[config.mk]
export PLATFORM = sky130hd
export DESIGN_NAME = matmul_top
export DESIGN_NICKNAME = d
export VERILOG_FILES = /design/src/matmul_pkg.sv /design/src/matmul_ctrl.sv /design/src/operand_feeder.sv /design/src/processing_element.sv /design/src/pe_array.sv /design/src/result_drain.sv /design/src/matmul_top.sv
export SDC_FILE = /design/constraint.sdc
export NUM_CORES = 2
export LEC_CHECK = 0
export ABC_CLOCK_PERIOD_IN_PS = 5490
export BUFFER_PORTS_ARGS = -buffer_cell sky130_fd_sc_hd__clkbuf_2
export CAP_MARGIN = 20
export CORE_UTILIZATION = 65
export DETAILED_ROUTE_END_ITERATION = 7
export PLACE_DENSITY = 0.87
export SYNTH_ARGS = -nofsm -noshare
export SYNTH_HDL_FRONTEND = slang
export SYNTH_SLANG_ARGS = --single-unit
[constraint.sdc]
create_clock -name clk -period 5.49 [get_ports clk]
set_input_delay 0.549 -clock clk [delete_from_list [all_inputs] [get_ports clk]]
set_output_delay 0.549 -clock clk [all_outputs]
set_load 0.02 [all_outputs]
[src/matmul_pkg.sv]
package matmul_pkg;

  //////////////////////////////////////////////////
  // Widths and array geometry
  //////////////////////////////////////////////////

  // One matrix element, signed two's complement
  localparam int DATA_WIDTH = 8;

  // Memory address and address stride widths
  localparam int ADDR_WIDTH   = 10;
  localparam int STRIDE_WIDTH = 8;

  // Rows and columns of the square tile
  localparam int MAT_SIZE = 4;

  // Register stages in a cell from operand in to sum updated
  localparam int MAC_LATENCY = 3;

  //////////////////////////////////////////////////
  // Vector types
  //////////////////////////////////////////////////

  typedef logic signed [DATA_WIDTH-1:0]   data_t;
  typedef logic signed [2*DATA_WIDTH-1:0] prod_t;
  typedef logic [ADDR_WIDTH-1:0]          addr_t;
  typedef logic [STRIDE_WIDTH-1:0]        stride_t;
  typedef logic [7:0]                     count_t;

  // Sequencer states of the control module
  typedef enum logic [1:0] {
    ST_IDLE,
    ST_FEED,
    ST_DRAIN,
    ST_HOLD
  } ctrl_state_t;

endpackage

[src/matmul_ctrl.sv]
`timescale 1ns/1ps

module matmul_ctrl #(
  parameter int MAT_SIZE = matmul_pkg::MAT_SIZE
) (
  input  logic clk,
  input  logic reset,
  input  logic i_start,
  input  logic i_drain_done,
  output logic o_feed_en,
  output logic o_latch,
  output logic o_clear,
  output logic o_done
);

  // Memories answer one cycle after the address
  localparam int MEM_LATENCY = 1;

  // Extra cycles that lane skew plus grid travel add to the far corner
  localparam int SKEW_CYCLES = 2 * (MAT_SIZE - 1);

  // Counter value of the cycle after the bottom-right cell took its last product.
  // The last feed cycle is at count MAT_SIZE-1
  localparam int LATCH_CNT = (MAT_SIZE - 1) + MEM_LATENCY + SKEW_CYCLES +
                             matmul_pkg::MAC_LATENCY;

  matmul_pkg::ctrl_state_t state;
  matmul_pkg::count_t      cnt;

  //////////////////////////////////////////////////
  // Sequencer
  //////////////////////////////////////////////////

  // A low start level aborts whatever is running and parks the FSM in idle
  always_ff @(posedge clk) begin
    if (reset || !i_start) begin
      state  <= matmul_pkg::ST_IDLE;
      cnt    <= '0;
      o_done <= 1'b0;
    end else begin
      // Done is a single-cycle pulse unless the drain finishes right now
      o_done <= 1'b0;
      case (state)
        matmul_pkg::ST_IDLE: begin
          // Start seen high here, feeding opens on the next cycle
          state <= matmul_pkg::ST_FEED;
          cnt   <= '0;
        end
        matmul_pkg::ST_FEED: begin
          // The counter keeps running past the feed window until the latch point
          cnt <= cnt + matmul_pkg::count_t'(1);
          if (o_latch) begin
            state <= matmul_pkg::ST_DRAIN;
          end
        end
        matmul_pkg::ST_DRAIN: begin
          if (i_drain_done) begin
            o_done <= 1'b1;
            state  <= matmul_pkg::ST_HOLD;
          end
        end
        matmul_pkg::ST_HOLD: begin
          // Nothing to do until start falls
          state <= matmul_pkg::ST_HOLD;
        end
        default: begin
          state <= matmul_pkg::ST_IDLE;
        end
      endcase
    end
  end

  //////////////////////////////////////////////////
  // Decoded strobes
  //////////////////////////////////////////////////

  // Feed window covers counts 0 to MAT_SIZE-1, one column of A and row of B each
  assign o_feed_en = (state == matmul_pkg::ST_FEED) &&
                     (cnt < matmul_pkg::count_t'(MAT_SIZE));

  // Result capture strobe for the drain
  assign o_latch = (state == matmul_pkg::ST_FEED) &&
                   (cnt == matmul_pkg::count_t'(LATCH_CNT));

  // The datapath is held clear for as long as start is low
  assign o_clear = !i_start;

endmodule

[src/operand_feeder.sv]
`timescale 1ns/1ps

module operand_feeder #(
  parameter int MAT_SIZE = matmul_pkg::MAT_SIZE
) (
  input  logic                                     clk,
  input  logic                                     reset,
  input  logic                                     i_clear,
  input  logic                                     i_feed_en,
  input  matmul_pkg::addr_t                        i_base,
  input  matmul_pkg::stride_t                      i_stride,
  input  logic [MAT_SIZE*matmul_pkg::DATA_WIDTH-1:0] i_mem_data,
  output matmul_pkg::addr_t                        o_addr,
  output logic [MAT_SIZE*matmul_pkg::DATA_WIDTH-1:0] o_lanes
);

  localparam int DW = matmul_pkg::DATA_WIDTH;

  matmul_pkg::addr_t addr_q;
  logic              data_valid;

  //////////////////////////////////////////////////
  // Address generation and read qualification
  //////////////////////////////////////////////////

  // While clear the pointer sits at the base, so the first feed cycle
  // presents the base address itself
  always_ff @(posedge clk) begin
    if (reset || i_clear) begin
      addr_q     <= i_base;
      data_valid <= 1'b0;
    end else begin
      // Read data shows up one cycle behind its address
      data_valid <= i_feed_en;
      if (i_feed_en) begin
        addr_q <= addr_q + matmul_pkg::addr_t'(i_stride);
      end
    end
  end

  assign o_addr = addr_q;

  //////////////////////////////////////////////////
  // Lane skew
  //////////////////////////////////////////////////

  // Lane i is held back i extra cycles so the operands hit the grid as a diagonal
  for (genvar lane = 0; lane < MAT_SIZE; lane++) begin : g_lane
    matmul_pkg::data_t lane_data;

    // Bus contents outside the read window are not operands, feed zeros instead
    assign lane_data = data_valid ? i_mem_data[lane*DW +: DW] : '0;

    if (lane == 0) begin : g_direct
      assign o_lanes[lane*DW +: DW] = lane_data;
    end else begin : g_skew
      matmul_pkg::data_t skew_q [lane];

      always_ff @(posedge clk) begin
        if (reset || i_clear) begin
          for (int k = 0; k < lane; k++) begin
            skew_q[k] <= '0;
          end
        end else begin
          skew_q[0] <= lane_data;
          for (int k = 1; k < lane; k++) begin
            skew_q[k] <= skew_q[k-1];
          end
        end
      end

      // Tail of the chain
      assign o_lanes[lane*DW +: DW] = skew_q[lane-1];
    end
  end

endmodule

[src/processing_element.sv]
`timescale 1ns/1ps

module processing_element (
  input  logic              clk,
  input  logic              reset,
  input  logic              i_clear,
  input  matmul_pkg::data_t i_a,
  input  matmul_pkg::data_t i_b,
  output matmul_pkg::data_t o_a,
  output matmul_pkg::data_t o_b,
  output matmul_pkg::data_t o_sum
);

  // Signed element range, held at product width for the compare
  localparam matmul_pkg::prod_t PROD_MAX =
    matmul_pkg::prod_t'((2 ** (matmul_pkg::DATA_WIDTH - 1)) - 1);
  localparam matmul_pkg::prod_t PROD_MIN =
    matmul_pkg::prod_t'(-(2 ** (matmul_pkg::DATA_WIDTH - 1)));

  matmul_pkg::data_t mul_a;
  matmul_pkg::data_t mul_b;
  matmul_pkg::prod_t prod_q;
  matmul_pkg::data_t prod_sat;

  //////////////////////////////////////////////////
  // Operand stage
  //////////////////////////////////////////////////

  // Stage 1 of 3: forward copies go right and down, the other copy feeds the multiplier
  always_ff @(posedge clk) begin
    if (reset || i_clear) begin
      o_a   <= '0;
      o_b   <= '0;
      mul_a <= '0;
      mul_b <= '0;
    end else begin
      o_a   <= i_a;
      o_b   <= i_b;
      mul_a <= i_a;
      mul_b <= i_b;
    end
  end

  // Stage 2 keeps the full signed product
  always_ff @(posedge clk) begin
    if (reset || i_clear) begin
      prod_q <= '0;
    end else begin
      prod_q <= mul_a * mul_b;
    end
  end

  //////////////////////////////////////////////////
  // Saturate and accumulate
  //////////////////////////////////////////////////

  // Clamp the product into the element range before it reaches the adder
  always_comb begin
    if (prod_q > PROD_MAX) begin
      prod_sat = matmul_pkg::data_t'(PROD_MAX);
    end else if (prod_q < PROD_MIN) begin
      prod_sat = matmul_pkg::data_t'(PROD_MIN);
    end else begin
      prod_sat = prod_q[matmul_pkg::DATA_WIDTH-1:0];
    end
  end

  // Stage 3, the running sum simply wraps on overflow
  always_ff @(posedge clk) begin
    if (reset || i_clear) begin
      o_sum <= '0;
    end else begin
      o_sum <= o_sum + prod_sat;
    end
  end

endmodule

[src/pe_array.sv]
`timescale 1ns/1ps

module pe_array #(
  parameter int MAT_SIZE = matmul_pkg::MAT_SIZE
) (
  input  logic                                              clk,
  input  logic                                              reset,
  input  logic                                              i_clear,
  input  logic [MAT_SIZE*matmul_pkg::DATA_WIDTH-1:0]          i_a_lanes,
  input  logic [MAT_SIZE*matmul_pkg::DATA_WIDTH-1:0]          i_b_lanes,
  output logic [MAT_SIZE*MAT_SIZE*matmul_pkg::DATA_WIDTH-1:0] o_sums
);

  localparam int DW = matmul_pkg::DATA_WIDTH;

  // Registered operand outputs of every cell.
  // The right column and bottom row outputs go nowhere
  matmul_pkg::data_t a_fwd [MAT_SIZE][MAT_SIZE];
  matmul_pkg::data_t b_fwd [MAT_SIZE][MAT_SIZE];

  //////////////////////////////////////////////////
  // Cell grid
  //////////////////////////////////////////////////

  for (genvar row = 0; row < MAT_SIZE; row++) begin : g_row
    for (genvar col = 0; col < MAT_SIZE; col++) begin : g_col
      matmul_pkg::data_t a_in;
      matmul_pkg::data_t b_in;

      // A flows left to right, the left column takes the A lane of its row
      if (col == 0) begin : g_a_edge
        assign a_in = i_a_lanes[row*DW +: DW];
      end else begin : g_a_link
        assign a_in = a_fwd[row][col-1];
      end

      // B flows top to bottom, the top row takes the B lane of its column
      if (row == 0) begin : g_b_edge
        assign b_in = i_b_lanes[col*DW +: DW];
      end else begin : g_b_link
        assign b_in = b_fwd[row-1][col];
      end

      // Sums are packed row-major
      processing_element u_pe (
        .clk     (clk),
        .reset   (reset),
        .i_clear (i_clear),
        .i_a     (a_in),
        .i_b     (b_in),
        .o_a     (a_fwd[row][col]),
        .o_b     (b_fwd[row][col]),
        .o_sum   (o_sums[(row*MAT_SIZE+col)*DW +: DW])
      );
    end
  end

endmodule

[src/result_drain.sv]
`timescale 1ns/1ps

module result_drain #(
  parameter int MAT_SIZE = matmul_pkg::MAT_SIZE
) (
  input  logic                                              clk,
  input  logic                                              reset,
  input  logic                                              i_clear,
  input  logic                                              i_latch,
  input  logic [MAT_SIZE*MAT_SIZE*matmul_pkg::DATA_WIDTH-1:0] i_sums,
  input  matmul_pkg::addr_t                                 i_base,
  input  matmul_pkg::stride_t                               i_stride,
  output logic                                              o_c_valid,
  output matmul_pkg::addr_t                                 o_c_addr,
  output logic [MAT_SIZE*matmul_pkg::DATA_WIDTH-1:0]          o_c_data,
  output logic                                              o_drain_done
);

  localparam int DW    = matmul_pkg::DATA_WIDTH;
  localparam int COL_W = (MAT_SIZE > 1) ? $clog2(MAT_SIZE) : 1;
  localparam logic [COL_W-1:0] LAST_COL = COL_W'(MAT_SIZE - 1);

  logic [MAT_SIZE*MAT_SIZE*DW-1:0] cap_q;
  logic [COL_W-1:0]                col_q;

  //////////////////////////////////////////////////
  // Result capture
  //////////////////////////////////////////////////

  // Snapshot of the whole C matrix, the grid is free to clear after this
  always_ff @(posedge clk) begin
    if (i_latch) begin
      cap_q <= i_sums;
    end
  end

  //////////////////////////////////////////////////
  // Column walk
  //////////////////////////////////////////////////

  // One column per cycle starting right after the latch
  always_ff @(posedge clk) begin
    if (reset || i_clear) begin
      o_c_valid <= 1'b0;
      col_q     <= '0;
      o_c_addr  <= i_base;
    end else if (i_latch) begin
      o_c_valid <= 1'b1;
      col_q     <= '0;
      o_c_addr  <= i_base;
    end else if (o_c_valid) begin
      o_c_addr <= o_c_addr + matmul_pkg::addr_t'(i_stride);
      if (col_q == LAST_COL) begin
        o_c_valid <= 1'b0;
        col_q     <= '0;
      end else begin
        col_q <= col_q + COL_W'(1);
      end
    end
  end

  // Flagged together with the final write
  assign o_drain_done = o_c_valid && (col_q == LAST_COL);

  // Gather column col_q, row i lands in lane i
  always_comb begin
    for (int row = 0; row < MAT_SIZE; row++) begin
      o_c_data[row*DW +: DW] = cap_q[(row*MAT_SIZE + int'(col_q))*DW +: DW];
    end
  end

endmodule

[src/matmul_top.sv]
`timescale 1ns/1ps

module matmul_top #(
  parameter int MAT_SIZE = matmul_pkg::MAT_SIZE
) (
  input  logic                                     clk,
  input  logic                                     reset,
  input  logic                                     i_start,
  input  matmul_pkg::addr_t                        i_a_base,
  input  matmul_pkg::addr_t                        i_b_base,
  input  matmul_pkg::addr_t                        i_c_base,
  input  matmul_pkg::stride_t                      i_a_stride,
  input  matmul_pkg::stride_t                      i_b_stride,
  input  matmul_pkg::stride_t                      i_c_stride,
  input  logic [MAT_SIZE*matmul_pkg::DATA_WIDTH-1:0] i_a_data,
  input  logic [MAT_SIZE*matmul_pkg::DATA_WIDTH-1:0] i_b_data,
  output matmul_pkg::addr_t                        o_a_addr,
  output matmul_pkg::addr_t                        o_b_addr,
  output matmul_pkg::addr_t                        o_c_addr,
  output logic                                     o_c_valid,
  output logic [MAT_SIZE*matmul_pkg::DATA_WIDTH-1:0] o_c_data,
  output logic                                     o_done
);

  localparam int DW = matmul_pkg::DATA_WIDTH;

  logic                            feed_en;
  logic                            clear;
  logic                            latch;
  logic                            drain_done;
  logic [MAT_SIZE*DW-1:0]          a_lanes;
  logic [MAT_SIZE*DW-1:0]          b_lanes;
  logic [MAT_SIZE*MAT_SIZE*DW-1:0] sums;

  //////////////////////////////////////////////////
  // Control
  //////////////////////////////////////////////////

  matmul_ctrl #(.MAT_SIZE(MAT_SIZE)) u_ctrl (
    .clk          (clk),
    .reset        (reset),
    .i_start      (i_start),
    .i_drain_done (drain_done),
    .o_feed_en    (feed_en),
    .o_latch      (latch),
    .o_clear      (clear),
    .o_done       (o_done)
  );

  //////////////////////////////////////////////////
  // Datapath
  //////////////////////////////////////////////////

  // A words are columns of A, lane i is row i
  operand_feeder #(.MAT_SIZE(MAT_SIZE)) u_feed_a (
    .clk (clk), .reset (reset), .i_clear (clear), .i_feed_en (feed_en),
    .i_base (i_a_base), .i_stride (i_a_stride), .i_mem_data (i_a_data),
    .o_addr (o_a_addr), .o_lanes (a_lanes)
  );

  // B words are rows of B, lane j is column j
  operand_feeder #(.MAT_SIZE(MAT_SIZE)) u_feed_b (
    .clk (clk), .reset (reset), .i_clear (clear), .i_feed_en (feed_en),
    .i_base (i_b_base), .i_stride (i_b_stride), .i_mem_data (i_b_data),
    .o_addr (o_b_addr), .o_lanes (b_lanes)
  );

  pe_array #(.MAT_SIZE(MAT_SIZE)) u_array (
    .clk       (clk),
    .reset     (reset),
    .i_clear   (clear),
    .i_a_lanes (a_lanes),
    .i_b_lanes (b_lanes),
    .o_sums    (sums)
  );

  result_drain #(.MAT_SIZE(MAT_SIZE)) u_drain (
    .clk (clk), .reset (reset), .i_clear (clear), .i_latch (latch), .i_sums (sums),
    .i_base (i_c_base), .i_stride (i_c_stride),
    .o_c_valid (o_c_valid), .o_c_addr (o_c_addr), .o_c_data (o_c_data),
    .o_drain_done (drain_done)
  );

endmodule

==> flow_summary_export.csv <==
group,metric,value,unit
power,combPwrFrac,0.033,
logic_synthesis,synth-edff-count,158,
timing,skew,34.3,ps
worst_setup_path,path_cells,"and2_1, fa_1, inv_1, fa_1, inv_1, fa_1, inv_1, fa_1, inv_1, ha_1, o21a_1, o21ai_0, o2bb2ai_1, o21ai_0, nor3b_1",
worst_hold_path,hold_start,"i_a_data[8]",
power,power.total,14.1,mW
worst_setup_path,max_stage_delay,620,ps
routing,wl_per_cell,17.1,µm
global_route,grt_overflow,0,
clocking,clk-insertion-delay-late,710,ps
power,irDropWorstVdd,251,µV
global_route,grt_first_pass_wirelength,262000,µm
clocking,clk_pin_slew,60,ps
cells_and_area,drive_gt1_frac,0.0599,
worst_setup_path,reg2reg_depth,15,
clocking,hold_buffers,0,
logic_synthesis,synth_cell_type_count,72,
routing,vias_per_cell,5.56,
floorplan,core_area,111000,µm²
global_route,grt_usage,0.284,
worst_hold_path,hold_class,"in2reg",
worst_setup_path,crit_family,"adder cells",
clocking,cts_setup_buffers,0,
global_route,grt_pass1_vias,53500,
clocking,cts_tree,"built",
floorplan,die_area,113000,µm²
routing,first_iter_violations,2843,
floorplan,die_w,337,µm
power,pwr-share-seq,0.483,
floorplan,rows,122,
clocking,clockRootBuffer,"clkbuf_16",
place,routabilityCongestion,0.891,
timing,period_share,0.862,
clocking,cts.sinks,909,
timing,drv_slew,0,
clocking,cts_resized,0,
timing,fmax,211,MHz
logic_synthesis,ys_ff_latch,909,
clocking,h-tree-depth,3,
logic_synthesis,syn_nets,8975,
worst_hold_path,min_to,"u_feed_a.g_lane[1].g_skew.skew_q[0][0]$_SDFF_PP0_",
routing,wirelength,156000,µm
global_route,grt_max_degree,178,
floorplan,die_h,337,µm
status,outcome,"finished, final reports clean",
worst_setup_path,crit_buf_inv,4,
floorplan,io_pins,185,
place,hpwl,119000,µm
place,numPortBuffers,184,
logic_synthesis,async_flop_share,0,
worst_setup_path,reg2reg_to,"u_array.g_row[3].g_col[1].u_pe.prod_q[15]$_SDFF_PP0_",
timing,finalHoldViolations,0,
cells_and_area,n_fill_cell,7726,
logic_synthesis,ys_seq_area_frac,0.271,
timing,worstMarginPinSlew,1030,ps
timing,period_needed,4730,ps
timing,relSlewSlack,0.312,
worst_setup_path,r2r_slack,760,ps
flow_run,drv_cap,0,
worst_hold_path,holdPathStages,2,
power,swShare,0.228,
worst_setup_path,crit_type,"reg2reg",
worst_setup_path,worstSetupStartpointType,"flip-flop",
routing,vias,50600,
timing,rsz0062_at_grt,"no",
routing,drc_errors,0,
cells_and_area,area_delta_synth_final,7.94,%
logic_synthesis,synthFlopType,"dfxtp_1",
floorplan,initial_core_util,0.657,
power,p_int,10.9,mW
global_route,grt_antenna_before_repair,4,
routing,drtAntennaViolNets,0,
worst_setup_path,end_kind,"flip-flop",
power,power_frac_clock,0.484,
clocking,cts_buffers,99,
worst_setup_path,critPathArrivalTime,5290,ps
clocking,cts_buffer_depth,3,
cells_and_area,fin_nets,9151,
logic_synthesis,synth.cell_area,72900,µm²
timing,setup_viol,0,
power,power.density,180,nW/µm²
timing,fin_setup_tns,0,ps
logic_synthesis,synthCells,7352,
power,switchingPower,3.22,mW
routing,firstDrtPassIters,6,
worst_setup_path,regToRegStartpoint,"u_array.g_row[3].g_col[1].u_pe.mul_b[3]$_SDFF_PP0_",
logic_synthesis,avgSynthCellArea,9.91,µm²
worst_setup_path,critPathSlowestCell,"fa_1",
worst_setup_path,cp.required,6050,ps
logic_synthesis,ys_warn_count,0,
power,p_leak,37.3,nW
cells_and_area,final_core_util,0.709,
worst_setup_path,crit_path_max_fanout,8,
==> how the worst max path moves through the flow <==
stage | start | end | slack [ps] | depth (start not counted)
floorplan | u_array.g_row[3].g_col[3].u_pe.mul_a[7]$_SDFF_PP0_ | u_array.g_row[3].g_col[3].u_pe.prod_q[15]$_SDFF_PP0_ | 1170 | 16
global placement | u_array.g_row[3].g_col[3].u_pe.mul_b[2]$_SDFF_PP0_ | u_array.g_row[3].g_col[3].u_pe.prod_q[15]$_SDFF_PP0_ | 940 | 16
detailed placement | u_array.g_row[3].g_col[3].u_pe.mul_b[2]$_SDFF_PP0_ | u_array.g_row[3].g_col[3].u_pe.prod_q[15]$_SDFF_PP0_ | 860 | 16
CTS | u_array.g_row[3].g_col[1].u_pe.mul_b[4]$_SDFF_PP0_ | u_array.g_row[3].g_col[1].u_pe.prod_q[15]$_SDFF_PP0_ | 790 | 15
global route | u_array.g_row[3].g_col[1].u_pe.mul_a[7]$_SDFF_PP0_ | u_array.g_row[3].g_col[1].u_pe.prod_q[15]$_SDFF_PP0_ | 540 | 15
finish | u_array.g_row[3].g_col[1].u_pe.mul_b[3]$_SDFF_PP0_ | u_array.g_row[3].g_col[1].u_pe.prod_q[15]$_SDFF_PP0_ | 760 | 15
==> cells in the mapped netlist, drive strengths merged (38+ instances only) <==
library cell | n | area [µm²]
nor2 | 275 | 1030
a21o | 68 | 510
clkbuf | 87 | 327
buf | 38 | 203
o21ai | 191 | 960
edfxtp | 158 | 4740
nor3 | 122 | 611
xor2 | 68 | 596
inv | 1319 | 4950
xnor2 | 193 | 1690
ha | 603 | 7540
and3 | 86 | 538
and2 | 1068 | 6680
a21oi | 167 | 851
dfxtp | 751 | 15000
a211oi | 87 | 658
o21a | 195 | 1460
nand2b | 41 | 264
nor2b | 116 | 726
nand2 | 317 | 1190
nor3b | 62 | 480
nor4 | 64 | 415
fa | 899 | 18000
==> final cells by class <==
| type | instances | area, µm² | share of cell area |
|---|---|---|---|
| diodes | 1 | 2.50 | 0.0000318 |
| multi-input cells | 4999 | 47600 | 0.606 |
| flip-flops and latches | 909 | 19800 | 0.251 |
| repair buffers | 200 | 1100 | 0.0140 |
| well taps | 1488 | 1860 | 0.0237 |
| clock inverters | 52 | 534 | 0.00679 |
| clock buffers | 129 | 2800 | 0.0355 |
| inverters | 1319 | 4950 | 0.0629 |
==> flip-flops by register name, indices dropped and copies added (netlist names) <==
name                             cells
u_drain.o_c_addr                    10
u_array.g_row.g_col.u_pe.mul_a     128
u_drain.o_c_valid                    1
u_feed_a.o_addr                     10
u_drain.col_q                        2
u_feed_b.data_valid                  1
u_ctrl.cnt                           8
u_array.g_row.g_col.u_pe.mul_b     128
u_array.g_row.g_col.u_pe.prod_q    256
u_feed_a.g_lane.g_skew.skew_q       48
u_drain.cap_q                      128
u_array.g_row.g_col.u_pe.o_sum     128
u_ctrl.o_done                        1
u_feed_b.g_lane.g_skew.skew_q       48
u_feed_b.o_addr                     10
u_ctrl.state                         2
==> logic make-up (layout without fill, tap and decap cells) <==
| group | count (synthesis) | after routing | share of synthesized area |
|---|---|---|---|
| other | 0 | 1 | 0 |
| xor gates and xnor gates | 261 | 261 | 0.0314 |
| muxes | 71 | 71 | 0.0156 |
| and+or+nand+nor | 2295 | 2295 | 0.177 |
| adders and majority gates | 1502 | 1502 | 0.350 |
| AOI/OAI and AO/OA | 870 | 870 | 0.0789 |
| buffers and inverters | 1444 | 1700 | 0.0752 |
| DFF | 909 | 909 | 0.271 |
==> power groups by stage <==
stage | registers, mW | clock network (mW) | logic [mW]
finish | 6.83 | 6.84 | 0.464
global route | 6.84 | 7.24 | 0.515
CTS | 6.83 | 6.96 | 0.463
detailed placement | 6.98 | 0 | 0.459
global placement | 6.98 | 0 | 0.446
floorplan | 7.00 | 0 | 0.276
==> cell usage in the layout (no fill, tap or decap), types with 32 or more instances in the layout <==
cell / count
a211oi_1: 86
fa_1: 899
nor4_1: 63
o21ai_0: 171
nor2_1: 275
nand4_1: 37
nand3_1: 36
edfxtp_1: 158
and3_1: 86
a21o_1: 68
inv_1: 1319
xor2_1: 68
nor3_1: 122
nand2b_1: 39
ha_1: 603
a21oi_1: 163
and2_1: 1067
clkbuf_16: 103
o21bai_1: 37
nor3b_1: 59
clkbuf_2: 184
xnor2_1: 193
nand2_1: 317
nor2b_1: 115
dfxtp_1: 748
o21a_1: 195
mux4_2: 32
==> stage by stage <==
step | cells | setup WS (ps) | hold WS, ps | cell area, µm²
global route | 9096 | 541 | 67.2 | 78700
CTS | 9096 | 786 | 42.8 | 78700
global placement | 8915 | 944 | 409 | 75300
floorplan | 7352 | 1170 | 406 | 72900
finish | 9097 | 758 | 78.9 | 78700
detailed placement | 8915 | 860 | 411 | 75300
==> metal layers <==
layer,track usage,up-vias,wire length (µm)
met1,0.351,25100,63700
met5,0,-,13
met3,0.0400,336,8100
met4,0.107,2,5350
met2,0.503,1349,78500
li1,-,23800,-
Note: power is estimated with default switching activity, not from simulation.
